[src/rtl/frame_pkg.sv]
`default_nettype none

package frame_pkg;

    localparam int FB_DEPTH = 76800;   // 320 x 240 pixels

    typedef logic [16:0] fb_addr_t;
    typedef logic [15:0] pixel_t;      // rgb565
    typedef logic [4:0]  chan_t;       // 5-bit channel for classing
    typedef logic [2:0]  px_class_t;   // brightness order class, 0..6
    typedef logic [16:0] change_cnt_t;

    //////////////////////////////////////////////////
    // frame buffer buses
    //////////////////////////////////////////////////

    // raster read, always served
    typedef struct packed {
        logic     valid;
        fb_addr_t addr;
    } fb_rd_req_t;

    // one cycle after the request, address echoed
    typedef struct packed {
        logic     valid;
        fb_addr_t addr;
        pixel_t   data;
    } fb_rd_rsp_t;

    // camera write, paired with a ready from the store
    typedef struct packed {
        logic     valid;
        fb_addr_t addr;
        pixel_t   data;
    } fb_wr_req_t;

endpackage

`default_nettype wire

[src/rtl/cam_capture.sv]
`default_nettype none

module cam_capture
(
    input  logic                  dclk,
    input  logic                  rst,
    input  logic [7:0]            cam_dat,
    input  logic                  cam_valid,
    input  logic                  cam_href,
    input  logic                  cam_vs,
    output frame_pkg::fb_wr_req_t wr_req,
    input  logic                  wr_ready,
    output logic                  cam_overrun
);
    import frame_pkg::*;

    logic       phase;       // 1 once the high byte is held
    logic [7:0] hi_byte;
    fb_addr_t   next_addr;
    logic       byte_ok;
    logic       pair_done;
    logic       in_range;
    logic       still_pending;

    assign byte_ok       = cam_valid && cam_href;
    assign pair_done     = byte_ok && phase;
    assign in_range      = (next_addr < fb_addr_t'(FB_DEPTH));
    assign still_pending = wr_req.valid && !wr_ready;   // not taken this cycle

    always_ff @(posedge dclk)
    begin
        if (rst)
        begin
            phase        <= 1'b0;
            next_addr    <= '0;
            wr_req.valid <= 1'b0;
            cam_overrun  <= 1'b0;
        end
        else
        begin
            // byte pairing, high byte first
            if (!cam_href)
                phase <= 1'b0;
            else if (byte_ok)
                phase <= !phase;
            if (byte_ok && !phase)
                hi_byte <= cam_dat;

            // address restarts at camera vsync
            if (cam_vs && !cam_href)
            begin
                next_addr   <= '0;
                cam_overrun <= 1'b0;
            end
            else if (pair_done && in_range)
                next_addr <= next_addr + 1'b1;

            if (pair_done && still_pending)
                cam_overrun <= 1'b1;                    // new pixel lost

            //////////////////////////////////////////////////
            // single pending write
            //////////////////////////////////////////////////
            if (pair_done && !still_pending && in_range)
            begin
                wr_req.valid <= 1'b1;
                wr_req.addr  <= next_addr;
                wr_req.data  <= {hi_byte, cam_dat};
            end
            else if (wr_ready)
                wr_req.valid <= 1'b0;
        end
    end

endmodule

`default_nettype wire

[config.mk]
export PLATFORM = sky130hd
export DESIGN_NAME = cam_capture
export DESIGN_NICKNAME = d
export VERILOG_FILES = /design/src/rtl/frame_pkg.sv /design/src/rtl/cam_capture.sv
export SDC_FILE = /design/constraint.sdc
export NUM_CORES = 1
export LEC_CHECK = 0
export BUFFER_PORTS_ARGS = -buffer_cell sky130_fd_sc_hd__buf_2
export CAP_MARGIN = 20
export CORE_UTILIZATION = 52
export DETAILED_ROUTE_END_ITERATION = 8
export PLACE_DENSITY = 0.77
export SLEW_MARGIN = 20
export SYNTH_ARGS = -nofsm -noshare
export SYNTH_HDL_FRONTEND = slang
export SYNTH_SLANG_ARGS = --single-unit
export TNS_END_PERCENT = 30
[constraint.sdc]
create_clock -name dclk -period 6 [get_ports dclk]
set_input_delay 1.2 -clock dclk [delete_from_list [all_inputs] [get_ports dclk]]
set_output_delay 1.2 -clock dclk [all_outputs]
set_load 0.05 [all_outputs]
Yosys cells after proc, flatten, opt, wreduce, memory -nomap -nowiden
Cells that the tools add are included.

Reductions and logical operators: 19. Bitwise logic cells: 2. $lt $le $gt $ge: 1. Multiplexer cells: 4. $add $sub $neg: 1. Shifts and indexed selects: 0. Div/mod/pow operators: 0. Multipliers: 0. Equality and inequality tests: 0.

Operator list (number): adder 17 x 1 -> 17 bit, second input constant (1); < comparator 17 bit, second input constant (1); logical AND 1 bit (9); logical NOT 1 bit (4); two-way mux 1 bit (4); AND reduction 2 bit (2); nonzero test 2 bit (2); OR reduction 2 bit (2); NOT 1 bit (2).

Memories: 0. Memory bits (writable): 0. Bits in read-only memories: 0. Output and inout bits: 35. Bits in registers: 61. Latch bits: 0.

Longest topological paths before layout
Depth after elaboration: 6. Mapped depth: 6. Depth with buffers taken out: 4.

Least setup slack after synthesis
OpenSTA, ideal clock, no wires.

Path type: input to register. Start: input cam_href. End: register wr_req[0] (netlist name) (enable). Cell stages on the path: 5. Arrival: 4.101 ns. Setup slack: 1.435 ns. Cell sequence: and3_1 -> o211ai_2 -> buf_6 -> buf_2 -> nor3_1.

Cells in the longest elaborated chain, start to end: 5.

Ends and longest elaborated chain: from (decl) (line cam_capture.sv:9) `input logic cam_href,`; logical AND 1 bit (line cam_capture.sv:25) `assign byte_ok = cam_valid && cam_href;`; logical AND 1 bit (line cam_capture.sv:26) `assign pair_done = byte_ok && phase;`; logical AND 1 bit (2 in a row) (line cam_capture.sv:64) `if (pair_done && !still_pending && in_range)`; AND reduction 2 bit (no source line); to (decl) (line cam_capture.sv:11) `output frame_pkg::fb_wr_req_t wr_req,`.

No other way between the ends. A chain may end at the register's enable or synchronous reset.

Final worst setup path
Start: input cam_valid. End: register wr_req[15] (netlist name) (enable).

Cells in the longest elaborated chain, start to end: 5.

Ends and longest elaborated chain: from (decl) (line cam_capture.sv:8) `input logic cam_valid,`; logical AND 1 bit (line cam_capture.sv:25); logical AND 1 bit (line cam_capture.sv:26); logical AND 1 bit (2 in a row) (line cam_capture.sv:64); AND reduction 2 bit (no source line).

No other way between the ends.

==> results.cfg <==
[setup_path]
slowest_delay_ns = 0.38
cp.required_ns = 5.98
crit_fanout = 33
crit_type = primary input to register
worstPathArrival_ns = 2.42
crit_path_end_kind = register
start_kind = primary input
worstPathCellList = buf_2 -> and3_1 -> o211ai_4 -> nor3_2 -> buf_4
cp_slowest_cell = buf_4

[placed_design]
port_buffers = 48
gp_congestion = 0.7291
hpwl_um = 2646
pre_cts_slack_ns = 3.000

[clock_network]
cts_buffer_depth = 2
cts_buffers = 9
hold_buffers = 0
cts_tree = built
cts_repair_resize_count = 0
clock_latency_ns = 0.32
cts-root-buf = clkbuf_8
clkTransAtPathRegs_ns = 0.06
h-tree-depth = 3
post_cts_buffers = 0
cts_sinks = 61

[floorplan]
die_w_um = 67.08
dieHeight_um = 67.08
std_cell_rows = 23
dieArea_um2 = 4499
initial_utilization = 0.5466
design.core.area_um2 = 4029
ios = 49

[global_route]
first_global_vias = 1387
grt_max_degree = 34
antenna_found_initial = 0
grt_pass1_wl_um = 6223
overflow = 0
track_usage = 0.1955

[route]
via_per_inst = 5.811
drc_errors = 0
drtPass1Iterations = 4
drt_iter0_drc = 90
routed-via-count = 1534
drtAntennaViolNets = 0
wl_um = 4130
wl_per_cell_um = 15.64

[logic_synthesis]
ys_ff_latch = 61
syn_area_um2 = 2202
synthCells = 154
synth_area_per_cell_um2 = 14.30
ys_types = 34
synth-edff-count = 41
ys_async_sr_fraction = 0
syn_nets = 169
ys_warn_count = 0
synth_seq_area_share = 0.7409
synthFlopType = edfxtp_1

[final_layout]
final_cell_mix = buf_2 (48), edfxtp_1 (41), dfxtp_1 (20)
layout-drive-gt1-share = 0.3084
finish.utilization = 0.6699
nNetsFinal = 224
final_common_cell = buf_2
fill_cells = 286
syn2layout_area_growth_pct = 22.56
diodes = 0
ff_latch_area_um2 = 1632
multi_input_area_um2 = 548.0

[job]
cap_violations = 0

[timing]
worst_pin_slew_ns = 0.7874
rsz0062_at_grt = no
setup_viol = 0
hold_viol = 0
period_share = 0.4064
drv_slew = 0
fmax_mhz = 410.1
final.setup.worst_slack_ns = 3.561
min_period_ns = 2.439
slew_headroom = 0.4740
fin_tns_setup_ns = 0
skew_ns = 0.004889

[pwr]
vdd_ir_drop_max_mv = 0.1803
pwr_density_cell_nw_per_um2 = 307.8
power_leakage_uw = 0.0009907

[status]
status = finished, final reports clean

[hold_path]
worst_hold_path_type = register to register
==> worst paths after layout <==
check                        startpoint                    to  slack [ns]  depth (start not counted)
max reg2reg  next_addr[11]$_SDFFE_PP0P_  wr_req[15]$_DFFE_PP_        4.06                          4
max                           cam_valid  wr_req[15]$_DFFE_PP_        3.56                          5
min                hi_byte[4]$_DFFE_PP_  wr_req[12]$_DFFE_PP_        0.42                          0
min reg2reg        hi_byte[4]$_DFFE_PP_  wr_req[12]$_DFFE_PP_        0.42                          0
==> cells by family after synthesis <==
family | synth area share
mux | 0.004546
xor+xnor | 0.007956
fa+ha+maj | 0.005681
flops | 0.7409
simple gates | 0.1239
compound gates | 0.1006
buf+inv | 0.01648
==> synthesized netlist by cell type, types with 2 or more instances <==
| cell | instances | area (um^2) |
|---|---|---|
| o21ai_0 | 6 | 30.03 |
| nand4_1 | 5 | 31.28 |
| nor2_1 | 2 | 7.510 |
| nand3_1 | 6 | 30.03 |
| inv_1 | 2 | 7.510 |
| or3_1 | 6 | 37.54 |
| nand2_1 | 6 | 22.52 |
| and4_1 | 2 | 17.52 |
| clkbuf_1 | 2 | 7.510 |
| buf_2 | 2 | 10.01 |
| o21a_1 | 2 | 15.01 |
| nor3_1 | 2 | 10.01 |
| a21oi_1 | 16 | 80.08 |
| and3_1 | 2 | 12.51 |
| or4_1 | 7 | 52.55 |
| dfxtp_1 | 20 | 400.4 |
| o31ai_1 | 7 | 52.55 |
| edfxtp_1 | 41 | 1231 |
| nor4_1 | 2 | 12.51 |
| nor2b_1 | 2 | 12.51 |
==> through the flow <==
| stage | total power, uW | hold slack [ns] | cell area [um^2] | std cells |
|---|---|---|---|---|
| floorplan | 470.2 | 0.4003 | 2202 | 154 |
| global placement | 477.3 | 0.4025 | 2489 | 248 |
| detailed placement | 478.4 | 0.4052 | 2489 | 248 |
| CTS | 836.2 | 0.4196 | 2690 | 264 |
| global route | 854.4 | 0.4351 | 2699 | 264 |
| finish | 830.8 | 0.4190 | 2699 | 264 |
==> where the power goes <==
group / internal [uW] / total (uW) / switching [uW]
combinational: 5.81 / 19.1 / 13.3
sequential: 449 / 451 / 1.22
clock: 212 / 361 / 149
total: 668 / 831 / 163
==> flip-flops by register name, summed over array words and instances, names as in the netlist <==
| name | count |
|---|---|
| wr_req | 34 |
| next_addr | 17 |
| hi_byte | 8 |
| cam_overrun | 1 |
| phase | 1 |
==> critical path, delay by kind of cell <==
family	cells	cell delay, ns
buffers and inverters	2	0.48
and+or+nand+nor	2	0.44
AOI/OAI and AO/OA	1	0.27
==> area by class of cell <==
type,count,area share
Timing Repair Buffer,49,0.09179
Tap cell,50,0.02318
Multi-Input combinational cell,86,0.2031
Sequential cell,61,0.6045
Clock inverter,4,0.01715
Clock buffer,12,0.05749
Inverter,2,0.002782
==> routing by layer <==
| metal | part of all wire | global-route usage | up-vias |
|---|---|---|---|
| li1 | - | - | 725 |
| met1 | 0.40 | 0.2192 | 731 |
| met2 | 0.51 | 0.3225 | 72 |
| met3 | 0.073 | 0.05822 | 6 |
| met4 | 0.013 | 0.1197 | 0 |
| met5 | 0 | 0 | - |
Note: power is estimated with default switching activity, not from simulation.
