--- src/rtl/video_pkg.sv ---
`default_nettype none

package video_pkg;

    //////////////////////////////////////////////////
    // 800x600 raster, 1056 x 628 total
    //////////////////////////////////////////////////
    localparam int H_TOTAL = 1056;     // cycles per line
    localparam int H_SYNC  = 128;      // hs low at line start
    localparam int V_TOTAL = 628;      // lines per frame
    localparam int V_SYNC  = 4;        // vs low at frame start

    // image window, counted from line start and frame start
    localparam int IMG_H0 = 220;
    localparam int IMG_V0 = 380;
    localparam int IMG_W  = 320;
    localparam int IMG_H  = 240;

    typedef logic [10:0] hcount_t;     // horizontal position
    typedef logic [10:0] vcount_t;     // line number
    typedef logic [3:0]  rgb4_t;       // one output colour channel

endpackage

`default_nettype wire

--- src/rtl/frame_pkg.sv ---
`default_nettype none

package frame_pkg;

    localparam int FB_DEPTH = 76800;   // 320 x 240 pixels

    typedef logic [16:0] fb_addr_t;
    typedef logic [15:0] pixel_t;      // rgb565
    typedef logic [4:0]  chan_t;       // 5-bit channel for classing
    typedef logic [2:0]  px_class_t;   // brightness order class, 0..6
    typedef logic [16:0] change_cnt_t;

    //////////////////////////////////////////////////
    // frame buffer buses
    //////////////////////////////////////////////////

    // raster read, always served
    typedef struct packed {
        logic     valid;
        fb_addr_t addr;
    } fb_rd_req_t;

    // one cycle after the request, address echoed
    typedef struct packed {
        logic     valid;
        fb_addr_t addr;
        pixel_t   data;
    } fb_rd_rsp_t;

    // camera write, paired with a ready from the store
    typedef struct packed {
        logic     valid;
        fb_addr_t addr;
        pixel_t   data;
    } fb_wr_req_t;

endpackage

`default_nettype wire

--- src/rtl/vga_raster.sv ---
`default_nettype none

module vga_raster
(
    input  logic                  dclk,
    input  logic                  rst,
    output frame_pkg::fb_rd_req_t rd_req,
    input  frame_pkg::fb_rd_rsp_t rd_rsp,
    output logic                  hs,
    output logic                  vs,
    output video_pkg::rgb4_t      r,
    output video_pkg::rgb4_t      g,
    output video_pkg::rgb4_t      b
);
    import video_pkg::*;
    import frame_pkg::*;

    hcount_t  h_cnt;
    vcount_t  v_cnt;
    fb_addr_t pix_addr;      // next window pixel to fetch
    logic     line_end;
    logic     in_win;
    logic     hs_d1;
    logic     vs_d1;

    //////////////////////////////////////////////////
    // position counters
    //////////////////////////////////////////////////
    assign line_end = (h_cnt == hcount_t'(H_TOTAL - 1));

    always_ff @(posedge dclk)
    begin
        if (rst)
        begin
            h_cnt <= '0;
            v_cnt <= '0;
        end
        else if (line_end)
        begin
            h_cnt <= '0;
            if (v_cnt == vcount_t'(V_TOTAL - 1))
                v_cnt <= '0;
            else
                v_cnt <= v_cnt + 1'b1;
        end
        else
            h_cnt <= h_cnt + 1'b1;
    end

    assign in_win = (h_cnt >= hcount_t'(IMG_H0)) && (h_cnt < hcount_t'(IMG_H0 + IMG_W))
                 && (v_cnt >= vcount_t'(IMG_V0)) && (v_cnt < vcount_t'(IMG_V0 + IMG_H));

    //////////////////////////////////////////////////
    // stage 1 syncs and read request, stage 2 outputs
    //////////////////////////////////////////////////
    always_ff @(posedge dclk)
    begin
        if (rst)
        begin
            hs_d1        <= 1'b1;
            vs_d1        <= 1'b1;
            hs           <= 1'b1;
            vs           <= 1'b1;
            rd_req.valid <= 1'b0;
            pix_addr     <= '0;
        end
        else
        begin
            hs_d1 <= (h_cnt >= hcount_t'(H_SYNC));
            vs_d1 <= (v_cnt >= vcount_t'(V_SYNC));
            hs    <= hs_d1;     // lines up with the read data
            vs    <= vs_d1;

            rd_req.valid <= in_win;
            rd_req.addr  <= pix_addr;
            if (in_win)
                pix_addr <= pix_addr + 1'b1;
            else if ((v_cnt == '0) && (h_cnt == '0))
                pix_addr <= '0; // new frame
        end
    end

    // 12-bit colour straight from the response
    always_comb
    begin
        if (rd_rsp.valid)
        begin
            r = rd_rsp.data[15:12];
            g = rd_rsp.data[10:7];
            b = rd_rsp.data[4:1];
        end
        else
        begin
            r = '0;
            g = '0;
            b = '0;
        end
    end

endmodule

`default_nettype wire

--- config.mk ---
export PLATFORM = sky130hd
export DESIGN_NAME = vga_raster
export DESIGN_NICKNAME = d
export VERILOG_FILES = /design/src/rtl/video_pkg.sv /design/src/rtl/frame_pkg.sv /design/src/rtl/vga_raster.sv
export SDC_FILE = /design/constraint.sdc
export NUM_CORES = 1
export LEC_CHECK = 0
export BUFFER_PORTS_ARGS = -buffer_cell sky130_fd_sc_hd__buf_2
export CORE_MARGIN = 2
export CORE_UTILIZATION = 30
export DETAILED_ROUTE_END_ITERATION = 12
export PLACE_DENSITY = 0.6
export SLEW_MARGIN = 20
export SYNTH_ARGS = -nofsm -noshare
export SYNTH_HDL_FRONTEND = slang
export SYNTH_SLANG_ARGS = --single-unit
--- constraint.sdc ---
create_clock -name dclk -period 1.98 [get_ports dclk]
set_input_delay 0.198 -clock dclk [delete_from_list [all_inputs] [get_ports dclk]]
set_output_delay 0.198 -clock dclk [all_outputs]
set_load 0.05 [all_outputs]
After elaboration in Yosys (flattened, before gate mapping)

Index checks and enable logic that the tools add are counted.

Bits in registers: 61
Input port bits: 36
Logic and storage cells: 34

$add $sub $neg: 3
$lt $le $gt $ge: 6
Equal/unequal tests: 2
Mux-type cells: 6
Reduce and logical (&&, ||, !) cells: 8

Operators with widths:

| cell                    | count |
|---|---|
| $mux W17                | 2 |
| $add A11 B1 Y11 const B | 2 |
| $ge A11 B8 Y1 const B   | 2 |
| $logic_not A11 Y1       | 2 |
| $lt A11 B10 Y1 const B  | 2 |
| $add A17 B1 Y17 const B | 1 |
| $mux W4                 | 3 |
| $eq A11 B10 Y1 const B  | 1 |
| $eq A11 B11 Y1 const B  | 1 |
| $ge A11 B3 Y1 const B   | 1 |
| $ge A11 B9 Y1 const B   | 1 |
| $mux W11                | 1 |
| $logic_and A1 B1 Y1     | 4 |
| $reduce_bool A2 Y1      | 1 |
| $reduce_or A2 Y1        | 1 |

Depth between registers and ports, before layout

Depth after elaboration: 5
Gate-level depth with buffers: 9

Least setup slack after synthesis

OpenSTA, ideal clock, no wires.

Kind: register to register
Start point: reg v_cnt[0]
End point: reg pix_addr[8]
Setup time: 0.122 ns
Arrival time: 1.902 ns
Slack: -0.044 ns
Cell stages (with the launch flop): 10
Buffers on the path: 2
Path through: dfxtp_1 > inv_1 > ha_1 > or4b_1 > nor3b_1 > a41oi_1 > o21a_1 > buf_6 > buf_8 > a221o_1

Cells in the longest elaborated chain, start to end: 4
Elaborated cells on any way between the ends: 8
Those cells by class: 2 x order compare; 1 x mux; 5 x reduce/logical

Ends and longest elaborated chain:

| element                                        | RTL line         | text |
|---|---|---|
| from (decl)                                    | vga_raster.sv:19 | `vcount_t v_cnt;` |
| from (signal assigned)                         | vga_raster.sv:44 | `v_cnt <= v_cnt + 1'b1;` |
| $ge A11 B9 Y1                                  | vga_raster.sv:51 | `&& (v_cnt >= vcount_t'(IMG_V0)) && (v_cnt < vcount_t'(IMG_V0 + IMG_H));` |
| $logic_and A1 B1 Y1 (2 in series)              | vga_raster.sv:51 |  |
| $mux W17 or $reduce_bool A2 Y1 (tied branches) | -                |  |
| to (signal assigned)                           | vga_raster.sv:77 | `pix_addr <= pix_addr + 1'b1;` |
| to (decl)                                      | vga_raster.sv:20 | `fb_addr_t pix_addr;` |

Parallel ways exist; a longest one is shown, timed or not.
A chain may end at the register's enable or synchronous reset.

Worst setup path in the final report

Start point: reg v_cnt[0]
End point: reg pix_addr[14]

The elaborated chain is that of the path after synthesis.

==> summary.txt <==
Yosys
  – Synth Warn #: 0
  – Mapped Avg Cell Area: 9.920 sq um
  – Post-synthesis mux area share: less than 1%
  – Synth Net Count: approximately 320
  – Count of cell types in the netlist: between 40 and 50
  – Number of enable flip-flop cells after synthesis: 17
  – Mapped Cells: 278
  – Ys async rst share: 0%
  – Post-Synth Simple-Gate Area: 26.18%
  – Compound-Gate Fraction of Synth Area: between 10 and 15%
  – Number of synthesized register bits: 61
  – Post-synthesis instance area: around 2800 sq um
  – Seq/Total Area, Yosys: 50.45%
  – XOR/XNOR share of the synthesized area: between 6 and 7%
  – Synth Flop Type: dfxtp_1
  – Adder-Cell Fraction of Synth Area: between 2 and 2.5%
  – Largest family of logic cells by synthesized area: simple AND/OR/NAND/NOR gates

Clock network
  – Cts bufs inserted: 9
  – Max clock buf depth: 2
  – CTS tree: yes
  – # hold bufs at CTS: 0
  – Clock Sinks: slightly above 60
  – Clock Latency Late Sink: roughly 0.33 ns
  – Clock root buffer: clkbuf_8
  – Reg clk slew, reported paths: 0.07 ns
  – CTS HTree Levels: 3
  – Buffers inserted by post-CTS timing repair: 0

Critical path
  – Worst setup path class: reg2reg
  – Critical path capture point type: flip-flop
  – Reg-to-Reg End: pix_addr[14]
  – Setup crit start kind: flip-flop
  – CP max FO: 4
  – Worst setup path start: v_cnt[0]
  – R2R depth: 8
  – Worst path required time: 2.21 ns
  – Reg2reg setup slack: -0.07 ns
  – Reg2reg start: v_cnt[0]
  – CP arrival: around 2.3 ns
  – CP Capture Point: pix_addr[14]

Detailed routing
  – WL final: between 5000 and 6000 microns
  – Vias: 2309
  – DR iter-0 viols: between 150 and 200
  – Final ANT Viol Nets: 0
  – First-pass iteration count of the detailed router: 4
  – DRC errors left: 0
  – Vias/cell: roughly 5
  – WL/cell: ~12 microns

Cells and area
  – Multi-input gate area: approximately 1300 sq um
  – FF/Latch Area: ~1400 sq um
  – Fillers: 850
  – Layout area overhead: 29.58%
  – Inserted Diodes: 0
  – Share of cells above drive strength 1: 30.73%
  – Final net count: roughly 390

Worst hold path
  – Hold crit path type: in2reg
  – Hold depth: 2

Die
  – # IOs: between 60 and 70
  – Total die area: approximately 10000 sq um
  – Die Width: 99.88 microns
  – FP Rows: 34
  – Die height: around 100 microns
  – Core footprint: 8806 sq um
  – Initial Util: between 30% and 40%

Timing
  – Worst Max-Slew Pin Slew: around 0.33 ns
  – Fmax: between 0.4 and 0.5 GHz
  – Slew Limit Fails: 0
  – # setup viols final: 10
  – Min cycle time layout: a little over 2 ns
  – Unrepaired setup endpoints after global routing: true
  – Slew margin rel.: 77.83%
  – Clock Skew: 0.005013 ns
  – Final period util: 103.3%
  – Final setup margin: -0.06514 ns
  – Setup_tns: -0.2711 ns
  – Final Hold Fails: 0

Pwr
  – Leakage: between 1.5 and 2 nW
  – PD cells: 720.3 nW/um^2
  – Maximum vdd drop: between 200 and 250 uV

Place
  – Dpl hpwl: between 3000 and 4000 microns
  – DP Worst Slack: -0.05782 ns
  – Port Buffer Count: 46
  – GP Congestion: between 0.8 and 0.9

Outcome
  – Outcome: complete, but fails checks
  – Failing checks: negative setup slack

GRT
  – Global Route Usage Sum: about an eighth
  – Initial antenna violation count: 0
  – Vias in the first global route: 2057
  – Global route overflow: 0
  – Pin count of the biggest net entering global routing: 21
  – Global-route wire length before repair: 9411 microns

Run
  – Max-cap viol count: 0
[stage by stage]
step	utilization [%]	hold WS [ns]	std cells	total power, W	area, sq um
after floorplan	-	0.3895	278	0.001482	2764
after global placement	37.41	0.3948	448	0.001534	3294
after detailed placement	37.41	0.3979	448	0.001537	3294
after CTS	39.63	0.1779	464	0.002587	3490
after global routing	40.58	0.1901	466	0.002685	3573
final	40.58	0.1918	466	0.002574	3573
[Yosys cell counts (2+ instances only)]
master	instances	area (sq um)
buf_2	2	10.01
dfxtp_1	44	880.8
nor2_2	2	12.51
and4_1	4	35.03
a221o_1	9	90.09
clkbuf_1	8	30.03
nor4_1	4	25.02
nor2b_1	2	12.51
xor2_1	15	131.4
nor3_2	2	20.02
edfxtp_1	17	510.5
or2_2	2	12.51
o21ai_0	6	30.03
nor4b_1	4	35.03
a22o_1	6	52.55
buf_6	2	22.52
xnor2_1	6	52.55
o21ai_1	2	10.01
nor2_1	27	101.4
a211oi_1	2	15.01
and2_1	14	87.58
nand4_1	12	75.07
nand2_1	22	82.58
ha_1	5	62.56
inv_1	8	30.03
or3_1	2	12.51
nand3_1	10	50.05
nor3_1	13	65.06
a21oi_1	3	15.01
and3_1	8	50.05
[what timing repair did]
item,4_1_cts,5_1_grt
endpoints found under the setup margin,9,16
cloned,0,2
pin swaps,1,13
resized for setup,2,9
[registers in the layout, indices dropped and copies added (netlist names)]
register / count
rd_req: 18
pix_addr: 17
h_cnt: 11
v_cnt: 11
hs: 1
hs_d1: 1
vs: 1
vs_d1: 1
[power by group]
group	switching, W	internal [W]
logic	0.000149	0.0000807
clock network	0.000458	0.000580
registers	0.00000831	0.00130
[worst min path at each step]
stage          start        to  slack (ns)
2_1_floorplan  hs_d1        hs        0.39
3_3_place_gp   hs_d1        hs        0.39
3_5_place_dp   hs_d1        hs        0.40
4_1_cts          rst  h_cnt[2]        0.18
5_1_grt          rst  h_cnt[4]        0.19
6_report         rst  h_cnt[2]        0.19
[routing by layer]
metal	routed length (microns)	track usage (%)	vias up	share of wire [%]
li1	-	-	1164	-
met1	2679	15.06	1080	47
met2	2704	18.50	61	47
met3	242	4.109	4	4.3
met4	67	5.269	0	1.2
met5	0	0	-	0
[cell type report]
class / count / share of cell area, %
clock inverters: 4 / 1.366
inverters: 8 / 0.8403
well taps: 108 / 3.782
repair buffers: 77 / 14.64
multi-input cells: 196 / 36.59
clock buffers: 12 / 3.782
flip-flops and latches: 61 / 39.01
[critical path: stages (launching register included)]
cell       delay (ns)
dfxtp_2          0.32
inv_2            0.06
ha_4             0.11
or4b_4           0.45
nor3b_2          0.20
a41oi_2          0.13
o21a_4           0.17
clkbuf_16        0.15
a221o_1          0.33
[cells by family after synthesis]
| logic type | count (synthesis) |
|---|---|
| muxes | 1 |
| adders and majority gates | 5 |
| and+or+nand+nor | 133 |
| DFF | 61 |
| xor gates and xnor gates | 21 |
| buffers and inverters | 21 |
| AOI/OAI and AO/OA | 36 |
[layout by cell type, fill, tap and decap left out, drive strengths merged, types with 5 or more instances in the layout]
| cell | Yosys | layout |
|---|---|---|
| buf | 5 | 75 |
| dfxtp | 44 | 44 |
| nor2 | 29 | 29 |
| nand2 | 22 | 22 |
| edfxtp | 17 | 17 |
| xor2 | 15 | 15 |
| nor3 | 15 | 15 |
| and2 | 14 | 14 |
| clkbuf | 8 | 14 |
| nand4 | 12 | 12 |
| nand3 | 10 | 10 |
| a221o | 9 | 9 |
| and3 | 8 | 8 |
| inv | 8 | 8 |
| o21ai | 8 | 8 |
| a22o | 6 | 6 |
| xnor2 | 6 | 6 |
| ha | 5 | 5 |
Power figures use the tool's default switching activity.
